==> config.mk <==
export PLATFORM = sky130hd
export DESIGN_NAME = bru_pipeline
export DESIGN_NICKNAME = d
export VERILOG_FILES = /design/src/rtl/bru_isa_pkg.sv /design/src/rtl/bru_core_pkg.sv /design/src/rtl/bru_pipeline.sv /design/src/rtl/bru_writeback.sv /design/src/rtl/bru_resolve.sv /design/src/rtl/bru_issue_stage.sv /design/src/rtl/bru_imm_expand.sv
export SDC_FILE = /design/constraint.sdc
export NUM_CORES = 1
export LEC_CHECK = 0
export BUFFER_PORTS_ARGS = -buffer_cell sky130_fd_sc_hd__buf_2
export CAP_MARGIN = 40
export CORE_MARGIN = 2
export CORE_UTILIZATION = 56
export CTS_CLUSTER_DIAMETER = 200
export DETAILED_ROUTE_END_ITERATION = 16
export HOLD_SLACK_MARGIN = 0.02
export PLACE_DENSITY_LB_ADDON = 0.3
export SYNTH_ARGS = -nofsm -noshare
export SYNTH_HDL_FRONTEND = slang
export SYNTH_SLANG_ARGS = --single-unit
==> constraint.sdc <==
create_clock -name CLK -period 12 [get_ports CLK]
set_input_delay 2.4 -clock CLK [delete_from_list [all_inputs] [get_ports CLK]]
set_output_delay 2.4 -clock CLK [all_outputs]
set_load 0.1 [all_outputs]
==> src/rtl/bru_isa_pkg.sv <==
`default_nettype none

package bru_isa_pkg;

    typedef logic [31:0] word_t;     // data word or PC
    typedef logic [19:0] imm20_t;    // packed immediate, sign always in bit 11

    // op codes as issued by the BRU issue queue
    typedef enum logic [3:0] {
        BRU_JALR   = 4'b0000,
        BRU_C_JALR = 4'b0001,
        BRU_JAL    = 4'b0010,
        BRU_C_JAL  = 4'b0011,
        BRU_C_J    = 4'b0100,
        BRU_C_JR   = 4'b0101,
        BRU_LUI    = 4'b0110,
        BRU_AUIPC  = 4'b0111,
        BRU_BEQ    = 4'b1000,
        BRU_BNE    = 4'b1001,
        BRU_C_BEQZ = 4'b1010,
        BRU_C_BNEZ = 4'b1011,
        BRU_BLT    = 4'b1100,
        BRU_BGE    = 4'b1101,
        BRU_BLTU   = 4'b1110,
        BRU_BGEU   = 4'b1111
    } bru_op_e;

    // conditional branches occupy the upper half of the code space
    function automatic logic is_conditional(input bru_op_e op);
        return op >= BRU_BEQ;
    endfunction

    // link jumps and upper-immediate ops produce a register result
    function automatic logic writes_reg(input bru_op_e op);
        return op inside {BRU_JALR, BRU_C_JALR, BRU_JAL, BRU_C_JAL, BRU_LUI, BRU_AUIPC};
    endfunction

    // everything but LUI/AUIPC reports to the ROB
    function automatic logic notifies(input bru_op_e op);
        return !(op inside {BRU_LUI, BRU_AUIPC});
    endfunction

endpackage

`default_nettype wire
==> src/rtl/bru_core_pkg.sv <==
`default_nettype none

package bru_core_pkg;

    import bru_isa_pkg::*;

    typedef logic [6:0] pr_idx_t;    // physical register index
    typedef logic [6:0] rob_idx_t;   // reorder buffer index

    // payload from the issue queue, operands already read
    typedef struct packed {
        bru_op_e  op;
        word_t    pc;
        word_t    pred_pc;
        imm20_t   imm20;
        word_t    a;
        word_t    b;
        pr_idx_t  dest_pr;
        rob_idx_t rob_index;
    } bru_issue_t;

    // into EX1, immediate expanded
    typedef struct packed {
        bru_op_e  op;
        word_t    pc;
        word_t    pred_pc;
        word_t    imm32;
        word_t    a;
        word_t    b;
        pr_idx_t  dest_pr;
        rob_idx_t rob_index;
    } bru_ex_t;

    // resolved op, into EX2
    typedef struct packed {
        bru_op_e  op;
        logic     is_taken;
        word_t    start_pc;
        word_t    target_pc;
        word_t    pred_pc;
        word_t    write_data;
        pr_idx_t  dest_pr;
        rob_idx_t rob_index;
    } bru_res_t;

    typedef struct packed {
        word_t    data;
        pr_idx_t  pr;
        rob_idx_t rob_index;
    } bru_wb_t;

    typedef struct packed {
        rob_idx_t rob_index;
        logic     is_mispredict;
        logic     is_taken;
        logic     is_out_of_range;
        word_t    start_pc;
        word_t    target_pc;
    } bru_notif_t;

endpackage

`default_nettype wire

==> src/rtl/bru_pipeline.sv <==
`default_nettype none
`timescale 1ns/1ns

module bru_pipeline import bru_core_pkg::*; #(
    parameter int UPPER_PC_WIDTH = 18
) (
    input  logic       CLK,
    input  logic       nRST,

    // issue from BRU issue queue
    input  logic       issue_valid,
    input  bru_issue_t issue,
    output logic       issue_ready,

    // register writeback
    output logic       wb_valid,
    output bru_wb_t    wb,
    input  logic       wb_ready,

    // branch notification to ROB
    output logic       notif_valid,
    output bru_notif_t notif,
    input  logic       notif_ready
);

    logic     ex_valid;
    bru_ex_t  ex;
    logic     ex_ready;

    logic     res_valid;
    bru_res_t res;
    logic     res_ready;

    bru_issue_stage i_issue (
        .CLK         (CLK),
        .nRST        (nRST),
        .issue_valid (issue_valid),
        .issue       (issue),
        .issue_ready (issue_ready),
        .ex_valid    (ex_valid),
        .ex          (ex),
        .ex_ready    (ex_ready)
    );

    bru_resolve i_resolve (
        .CLK       (CLK),
        .nRST      (nRST),
        .ex_valid  (ex_valid),
        .ex        (ex),
        .ex_ready  (ex_ready),
        .res_valid (res_valid),
        .res       (res),
        .res_ready (res_ready)
    );

    bru_writeback #(
        .UPPER_PC_WIDTH (UPPER_PC_WIDTH)
    ) i_writeback (
        .CLK         (CLK),
        .nRST        (nRST),
        .res_valid   (res_valid),
        .res         (res),
        .res_ready   (res_ready),
        .wb_valid    (wb_valid),
        .wb          (wb),
        .wb_ready    (wb_ready),
        .notif_valid (notif_valid),
        .notif       (notif),
        .notif_ready (notif_ready)
    );

endmodule

`default_nettype wire

==> src/rtl/bru_writeback.sv <==
`default_nettype none
`timescale 1ns/1ns

module bru_writeback import bru_isa_pkg::*, bru_core_pkg::*; #(
    parameter int UPPER_PC_WIDTH = 18   // PC bits above what the BTB keeps
) (
    input  logic       CLK,
    input  logic       nRST,

    // from EX1
    input  logic       res_valid,
    input  bru_res_t   res,
    output logic       res_ready,

    // register writeback
    output logic       wb_valid,
    output bru_wb_t    wb,
    input  logic       wb_ready,

    // branch notification to ROB
    output logic       notif_valid,
    output bru_notif_t notif,
    input  logic       notif_ready
);

    logic     ex2_valid;
    bru_res_t ex2_q;

    logic       stall_out;
    logic       next_wb_valid;
    logic       next_notif_valid;
    bru_wb_t    next_wb;
    bru_notif_t next_notif;

    // either channel holding freezes the output stage
    assign stall_out = (wb_valid & ~wb_ready) | (notif_valid & ~notif_ready);

    assign res_ready = ~ex2_valid | ~stall_out;

    // ------------------------------------------------------------------------
    // EX2 register and flags

    always_ff @(posedge CLK, negedge nRST) begin
        if (~nRST) begin
            ex2_valid <= 1'b0;
        end else if (res_ready) begin
            ex2_valid <= res_valid;
        end
    end

    always_ff @(posedge CLK) begin
        if (res_valid & res_ready) begin
            ex2_q <= res;
        end
    end

    assign next_wb_valid    = ex2_valid & writes_reg(ex2_q.op);
    assign next_notif_valid = ex2_valid & notifies(ex2_q.op);

    always_comb begin
        next_wb.data      = ex2_q.write_data;
        next_wb.pr        = ex2_q.dest_pr;
        next_wb.rob_index = ex2_q.rob_index;

        next_notif.rob_index     = ex2_q.rob_index;
        next_notif.is_mispredict = ex2_q.target_pc != ex2_q.pred_pc;
        next_notif.is_taken      = ex2_q.is_taken;
        // target leaves the region the BTB can encode
        next_notif.is_out_of_range = ex2_q.target_pc[31 -: UPPER_PC_WIDTH]
                                  != ex2_q.start_pc[31 -: UPPER_PC_WIDTH];
        next_notif.start_pc  = ex2_q.start_pc;
        next_notif.target_pc = ex2_q.target_pc;
    end

    // ------------------------------------------------------------------------
    // output registers

    always_ff @(posedge CLK, negedge nRST) begin
        if (~nRST) begin
            wb_valid    <= 1'b0;
            notif_valid <= 1'b0;
        end else if (stall_out) begin
            // a channel that got through drops out, the other keeps holding
            wb_valid    <= wb_valid & ~wb_ready;
            notif_valid <= notif_valid & ~notif_ready;
        end else begin
            wb_valid    <= next_wb_valid;
            notif_valid <= next_notif_valid;
        end
    end

    always_ff @(posedge CLK) begin
        if (~stall_out & next_wb_valid) begin
            wb <= next_wb;
        end
        if (~stall_out & next_notif_valid) begin
            notif <= next_notif;
        end
    end

endmodule

`default_nettype wire

==> src/rtl/bru_resolve.sv <==
`default_nettype none
`timescale 1ns/1ns

module bru_resolve import bru_isa_pkg::*, bru_core_pkg::*; (
    input  logic     CLK,
    input  logic     nRST,

    // from issue capture
    input  logic     ex_valid,
    input  bru_ex_t  ex,
    output logic     ex_ready,

    // toward EX2
    output logic     res_valid,
    output bru_res_t res,
    input  logic     res_ready
);

    logic    ex1_valid;
    bru_ex_t ex1_q;

    word_t pc_plus_imm;
    word_t pc_plus_2;
    word_t pc_plus_4;
    word_t a_plus_imm;
    logic  low_lt;     // a[30:0] < b[30:0], shared by both compares
    logic  a_eq_b;
    logic  a_eq_zero;
    logic  a_lts_b;
    logic  a_ltu_b;
    logic  cond_met;

    // ------------------------------------------------------------------------
    // EX1 register

    assign ex_ready = ~ex1_valid | res_ready;

    always_ff @(posedge CLK, negedge nRST) begin
        if (~nRST) begin
            ex1_valid <= 1'b0;
        end else if (ex_ready) begin
            ex1_valid <= ex_valid;
        end
    end

    always_ff @(posedge CLK) begin
        if (ex_valid & ex_ready) begin
            ex1_q <= ex;
        end
    end

    assign res_valid = ex1_valid;

    // ------------------------------------------------------------------------
    // adders and comparators

    assign pc_plus_imm = ex1_q.pc + ex1_q.imm32;
    assign pc_plus_2   = ex1_q.pc + 32'd2;
    assign pc_plus_4   = ex1_q.pc + 32'd4;
    assign a_plus_imm  = ex1_q.a + ex1_q.imm32;

    assign low_lt    = ex1_q.a[30:0] < ex1_q.b[30:0];
    assign a_eq_b    = ex1_q.a == ex1_q.b;
    assign a_eq_zero = ex1_q.a == 32'h0;

    // sign bits decide unless equal, then the low bits do
    assign a_lts_b = (ex1_q.a[31] & ~ex1_q.b[31])
                   | ((ex1_q.a[31] == ex1_q.b[31]) & low_lt);
    assign a_ltu_b = (~ex1_q.a[31] & ex1_q.b[31])
                   | ((ex1_q.a[31] == ex1_q.b[31]) & low_lt);

    always_comb begin
        case (ex1_q.op)
            BRU_BEQ:    cond_met = a_eq_b;
            BRU_BNE:    cond_met = ~a_eq_b;
            BRU_C_BEQZ: cond_met = a_eq_zero;
            BRU_C_BNEZ: cond_met = ~a_eq_zero;
            BRU_BLT:    cond_met = a_lts_b;
            BRU_BGE:    cond_met = ~a_lts_b;
            BRU_BLTU:   cond_met = a_ltu_b;
            BRU_BGEU:   cond_met = ~a_ltu_b;
            default:    cond_met = 1'b1;   // jumps always go
        endcase
    end

    // ------------------------------------------------------------------------
    // op-wise target, start PC and link value

    always_comb begin
        res.op        = ex1_q.op;
        res.pred_pc   = ex1_q.pred_pc;
        res.dest_pr   = ex1_q.dest_pr;
        res.rob_index = ex1_q.rob_index;

        res.is_taken   = cond_met;
        res.target_pc  = pc_plus_imm;
        res.start_pc   = pc_plus_2;    // 4-byte ops
        res.write_data = pc_plus_4;

        if (is_conditional(ex1_q.op)) begin
            res.target_pc = cond_met ? pc_plus_imm : pc_plus_4;
        end

        case (ex1_q.op)
            BRU_JALR: begin
                res.target_pc = a_plus_imm;
            end
            BRU_C_JALR: begin
                res.target_pc  = ex1_q.a;
                res.start_pc   = ex1_q.pc;
                res.write_data = pc_plus_2;
            end
            BRU_C_JAL: begin
                res.start_pc   = ex1_q.pc;
                res.write_data = pc_plus_2;
            end
            BRU_C_J: res.start_pc = ex1_q.pc;
            BRU_C_JR: begin
                res.target_pc = ex1_q.a;
                res.start_pc  = ex1_q.pc;
            end
            BRU_LUI: begin
                res.is_taken   = 1'b0;
                res.write_data = ex1_q.imm32;
            end
            BRU_AUIPC: begin
                res.is_taken   = 1'b0;
                res.write_data = pc_plus_imm;
            end
            BRU_C_BEQZ, BRU_C_BNEZ: res.start_pc = ex1_q.pc;
            default: ;   // JAL and 4-byte branches keep the defaults
        endcase
    end

endmodule

`default_nettype wire

==> src/rtl/bru_issue_stage.sv <==
`default_nettype none
`timescale 1ns/1ns

module bru_issue_stage import bru_isa_pkg::*, bru_core_pkg::*; (
    input  logic       CLK,
    input  logic       nRST,

    // from issue queue
    input  logic       issue_valid,
    input  bru_issue_t issue,
    output logic       issue_ready,

    // toward EX1
    output logic       ex_valid,
    output bru_ex_t    ex,
    input  logic       ex_ready
);

    logic       valid_q;   // capture register occupied
    bru_issue_t issue_q;
    word_t      imm32;

    // ------------------------------------------------------------------------
    // capture register

    assign issue_ready = ~valid_q | ex_ready;   // empty, or content leaving now

    always_ff @(posedge CLK, negedge nRST) begin
        if (~nRST) begin
            valid_q <= 1'b0;
        end else if (issue_ready) begin
            valid_q <= issue_valid;
        end
    end

    always_ff @(posedge CLK) begin
        if (issue_valid & issue_ready) begin
            issue_q <= issue;
        end
    end

    // ------------------------------------------------------------------------
    // immediate expansion and EX1 payload

    bru_imm_expand i_imm_expand (
        .op    (issue_q.op),
        .imm20 (issue_q.imm20),
        .imm32 (imm32)
    );

    assign ex_valid = valid_q;

    always_comb begin
        ex.op        = issue_q.op;
        ex.pc        = issue_q.pc;
        ex.pred_pc   = issue_q.pred_pc;
        ex.imm32     = imm32;
        ex.a         = issue_q.a;
        ex.b         = issue_q.b;
        ex.dest_pr   = issue_q.dest_pr;
        ex.rob_index = issue_q.rob_index;
    end

endmodule

`default_nettype wire

==> src/rtl/bru_imm_expand.sv <==
`default_nettype none
`timescale 1ns/1ns

module bru_imm_expand import bru_isa_pkg::*; (
    input  bru_op_e op,
    input  imm20_t  imm20,
    output word_t   imm32
);

    logic  sign;
    word_t imm_i;
    word_t imm_b;
    word_t imm_u;
    word_t imm_j;

    assign sign = imm20[11];   // same position for every format

    // I: plain 12-bit sign extension
    assign imm_i = {{20{sign}}, imm20[11:0]};

    // B: bit 11 of the offset is carried in imm20[0]
    assign imm_b = {{20{sign}}, imm20[0], imm20[10:1], 1'b0};

    // U: upper 20 bits rotated back into place, low 12 zero
    assign imm_u = {sign, imm20[10:0], imm20[19:12], 12'h000};

    // J: like B but with imm20[19:12] filling the middle
    assign imm_j = {{12{sign}}, imm20[19:12], imm20[0], imm20[10:1], 1'b0};

    always_comb begin
        if (op == BRU_JALR) begin
            imm32 = imm_i;
        end else if (op == BRU_LUI || op == BRU_AUIPC) begin
            imm32 = imm_u;
        end else if (is_conditional(op)) begin
            imm32 = imm_b;
        end else begin
            imm32 = imm_j;   // JAL, C.JAL, C.J, C.JALR, C.JR
        end
    end

endmodule

`default_nettype wire

-- Word level (Yosys, flattened, before mapping)
Index checks and enable logic that the tools add are counted.
- register bits after elaboration: 616
- word-level logic and storage cells: 123
- add/sub/neg operators: 4
- $lt $le $gt $ge: 3
- eq/ne operators: 25
- muxes and demuxes: 11
- bitwise logic cells: 30
- reduce and logical (&&, ||, !) cells: 12
- operators with widths (kind ; number):
    $mux W32 ; 3
    $pmux W32 S3 ; 1
    $add A32 B32 Y32 ; 2
    $pmux W32 S2 ; 1
    $mux W31 ; 2
    $add A32 B2 Y32 const B ; 1
    $add A32 B3 Y32 const B ; 1
    $eq A32 B32 Y1 ; 1
    $eq A4 B3 Y1 const B ; 8
    $eq A4 B4 Y1 const B ; 8
    $logic_not A32 Y1 ; 1
    $ne A32 B32 Y1 ; 1
    $lt A31 B31 Y1 ; 1
    $mux W20 ; 1
    $ne A18 B18 Y1 ; 1
    $and A1 B1 Y1 ; 12
    $eq A4 B2 Y1 const B ; 3
    $logic_not A4 Y1 ; 3
    $not A1 Y1 ; 12
    $eq A4 B1 Y1 const B ; 2
    $ge A4 B4 Y1 const B ; 2
    $pmux W1 S8 ; 1
    $or A1 B1 Y1 ; 6
    $reduce_bool A6 Y1 ; 1
    other kinds (7) ; 10

-- Longest topological paths before layout
- depth after elaboration: 8
- gate-level depth with buffers: 13
- mapped depth without buffers: 11

-- Hierarchy
Synthesis repeated with hierarchy kept, for this count alone.
- cell total of the unflattened synthesis: 2008
- area, all modules: 27878.0 µm²
- by module, submodules not included (module ; instances ; cells an instance ; area an instance (µm²) ; seq. area each (µm²)):
    bru_resolve ; 1 ; 1289 ; 12693.4 ; 5370.2
    bru_writeback ; 1 ; 350 ; 8688.3 ; 8062.7
    bru_issue_stage ; 1 ; 316 ; 6134.6 ; 5009.8
    bru_imm_expand ; 1 ; 53 ; 361.6 ; 0.0

-- Worst setup path before layout
No wires, ideal clock.
- path type: in2reg
- from: input port wb_ready
- to: register i_issue.issue_q (netlist bit i_issue.ex[0]), enable pin
- library setup time: 0.545 ns
- data arrival time: 7.389 ns
- required time: 11.455 ns
- setup slack: 4.066 ns
- stages: 5
- cell sequence: nand2b_1 > nand2_1 > and2_1 > nand3_1 > and2_1
- word-level cells in the longest chain between the ends: 8
- ends and longest elaborated chain (what ; RTL line ; text):
    start: declaration ; bru_pipeline.sv:18 ; input logic wb_ready,
    $not A1 Y1 ; bru_writeback.sv:36 ; assign stall_out = (wb_valid & ~wb_ready) | (notif_valid & ~notif_ready);
    $and A1 B1 Y1 ; bru_writeback.sv:36 ;
    $or A1 B1 Y1 ; bru_writeback.sv:36 ;
    $not A1 Y1 ; bru_writeback.sv:38 ; assign res_ready = ~ex2_valid | ~stall_out;
    $or A1 B1 Y1 ; bru_writeback.sv:38 ;
    $or A1 B1 Y1 ; bru_resolve.sv:36 ; assign ex_ready = ~ex1_valid | res_ready;
    $or A1 B1 Y1 ; bru_issue_stage.sv:26 ; assign issue_ready = ~valid_q | ex_ready;
    net issue_ready ; bru_pipeline.sv:13 ; output logic issue_ready,
    $and A1 B1 Y1 ; bru_issue_stage.sv:37 ; if (issue_valid & issue_ready) begin
    end signal: assignment ; bru_issue_stage.sv:38 ; issue_q <= issue;
    end: declaration ; bru_issue_stage.sv:20 ; bru_issue_t issue_q;
The timed path passes the listed nets, and every way through them passes these cells.
A chain may end at the register's enable or synchronous reset.

-- Worst setup path after layout
- from: input port wb_ready
- to: output port issue_ready
- word-level cells in the longest chain between the ends: 7
- ends and longest elaborated chain (what ; RTL line):
    $not A1 Y1 ; bru_writeback.sv:36
    $and A1 B1 Y1 ; bru_writeback.sv:36
    $or A1 B1 Y1 ; bru_writeback.sv:36
    $not A1 Y1 ; bru_writeback.sv:38
    $or A1 B1 Y1 ; bru_writeback.sv:38
    $or A1 B1 Y1 ; bru_resolve.sv:36
    $or A1 B1 Y1 ; bru_issue_stage.sv:26
    end: declaration ; bru_pipeline.sv:13
Every way passes these cells.

==> results.toml <==
[floorplan]
pin_count = 294
die_h_um = 222
start_util = 0.571
core_um2 = 46800
dieArea_um2 = 49400
die_w_um = 222
rows = 79

[global_route]
grt_overflow = 0
grt_antenna_before_repair = 1
grt_pass1_vias = 16300
grt_first_pass_wirelength_mm = 98.7
grt.total_usage = 0.268
grt_max_degree = 73

[synthesis]
synth.distinct_cells = 78
yosys.area.top_type = "edfxtp_1"
synth_edf_count = 610
netlist.area_leader.share = 0.687
synth_area_um2 = 26700
synthArstFlopShare = 0.00813
yosys_register_bits = 615
ys.flop_type = "edfxtp_1"
syn_nets = 2112
yosys-top-cells-area = "edfxtp_1 69%, ha_1 4.5%, xnor2_1 4.0%"
syn_inst = 1842
synth_area_per_cell_um2 = 14.5
yosysSeqAreaShare = 0.691
synth_warnings = 0

[routing]
firstDrtPassIters = 5
wl_mm = 65.5
drtIter0Drc = 1572
antenna_left = 0
drc_errors = 0
num_vias = 16600
vias_per_cell = 5.92
wl_per_cell_um = 23.4

[sta]
fin_crit_ps = 5810
worst-slew-pin-transition_ps = 909
fmax_ghz = 0.172
setup_viol_count_final = 0
fin_crit_sh = 0.484
fin_setup_tns_ps = 0
fin_skew_ps = 35.4
finalHoldWorstSlack_ps = 403
hold_viol_final = 0
maxSlewHeadroom = 0.392
slew_violations = 0
rsz0062_at_grt = "no"

[placed_design]
gp_congestion = 0.939
postPlaceCellArea_um2 = 28900
dp_cells = 2692
portBuffers = 293
dp_hpwl_mm = 48.5

[setup_path]
arrival_ps = 3410
crit_path_max_fanout = 3
critical-path-max-stage-delay_ps = 440
critical_path.startpoint_type = "input pin"
end_kind = "primary output"
crit_top_cell = "buf_2"
crit_chain = "buf_2 > nand2b_1 > nand2_1 > and2_1 > nand3_1 > buf_2"
cp.required_ps = 9600
cp_slowest_cell = "buf_2"
worstSetupPathType = "input pin to primary output"

[clock_network]
insertion_delay_ps = 640
cts_tree = "built"
post-cts-setup-buffer-count = 0
clock_sinks = 615
cts.htree.levels = 2
postCtsHoldBufs = 0
path_clk_slew_ps = 70
cts-root-buf = "clkbuf_16"
ctsResizeCount = 0
cts_max_path_buffers = 3
cts_buffers = 58

[cells_and_area]
area_growth_pct = 15.4
insertedDiodeCount = 0
drive_gt1_frac = 0.202
layout_common_cells = "610 x edfxtp_1, 293 x buf_2, 127 x nand2_1, 121 x xnor2_1, 97 x ha_1"
nets = 2415
final_common_cell = "edfxtp_1"
fillers = 3281
stdcell_count = 2799
final_area_um2 = 30800

[status]
run_status = "finished clean"

[pwr]
power.density_nw_per_um2 = 289
power.total_uw = 8900
power_leakage_uw = 0.0115
vdd_drop_max_mv = 0.195

[min_path]
hp-class = "flop to flop"

[job]
max_cap_viol_count = 0
final timing paths:
kind	from	to	slack (ps)	cells past startpoint
worst max-delay path	wb_ready	issue_ready	6190	6
max in group asynchronous	nRST	i_writeback.wb_valid$_DFF_PN0_	10280	1
worst min-delay path	i_writeback.ex2_q[14]$_DFFE_PP_	i_writeback.wb[14]$_DFFE_PP_	400	0
min in group asynchronous	nRST	i_writeback.notif_valid$_DFF_PN0_	1590	1
worst min register to register	i_writeback.ex2_q[14]$_DFFE_PP_	i_writeback.wb[14]$_DFFE_PP_	400	0
worst max register to register	i_resolve.res[143]$_DFFE_PP_	i_writeback.ex2_q[34]$_DFFE_PP_	7930	8
final cells by class:
class	count	area, µm²	share of cell area
flip-flops and latches	615	18400	0.599
inverters	52	195	0.00634
clock inverters	36	369	0.0120
clock buffers	71	1540	0.0501
well taps	607	759	0.0247
repair buffers	314	1680	0.0547
multi-input cells	1104	7790	0.253
cells by family (layout without fill, tap and decap cells):
group,after synthesis,in the layout,synth area share
buffers and inverters,123,473,0.0182
AOI/OAI and AO/OA,363,363,0.0904
adders and majority gates,99,99,0.0470
DFF,615,615,0.691
and+or+nand+nor,432,432,0.0815
muxes,40,40,0.0156
xor gates and xnor gates,170,170,0.0558
sequential cells by signal, summed over array words and instances, names as in the netlist, 20 cells and up:
name / count
i_issue.ex: 146
i_writeback.ex2_q: 146
i_resolve.ex1_q: 128
i_writeback.notif: 74
i_resolve.res: 50
i_writeback.wb: 46
i_issue.issue_q: 20
through the flow:
stage                      util  setup slack (ps)
final                     0.658              6190
after global routing      0.658              6110
after CTS                 0.658              6200
after detailed placement  0.618              6210
after global placement    0.615              6200
after floorplan               -              4070
worst max-delay path, delay by kind of cell:
family | cells | cell delay, ps
buffers and inverters | 2 | 520
AND/OR/NAND/NOR | 4 | 490
metal layers:
layer  routed length (µm)  track usage
met1                27900        0.383
met2                30700        0.425
met3                 4780       0.0413
met4                 2080       0.0896
met5                    0            0
where the power goes:
group          switching [µW]  internal [µW]  leakage, µW
Combinational            2540            858      0.00462
Sequential                436           3260      0.00595
Clock                     768           1040     0.000921
cell usage after synthesis, drive strengths merged (4+ instances only):
cell type / number
mux2: 10
o21a: 6
nor4: 15
o221ai: 5
nor2: 83
or2: 7
and2: 21
a21boi: 5
and4: 6
edfxtp: 610
a21oi: 76
a221o: 10
inv: 51
nand4: 40
o211ai: 13
nand2b: 18
a31o: 4
a32oi: 5
nand3: 28
nand2: 127
xnor2: 121
o31ai: 5
nor2b: 8
and3: 16
or3: 16
mux2i: 30
a211o: 6
nand3b: 4
o21bai: 6
dfrtp: 5
xor2: 49
clkbuf: 58
a21o: 42
buf: 13
o21ai: 93
a31oi: 11
nor3: 32
a221oi: 6
ha: 97
a211oi: 19
a22oi: 21
No activity file was read; power rests on OpenSTA's default activity.
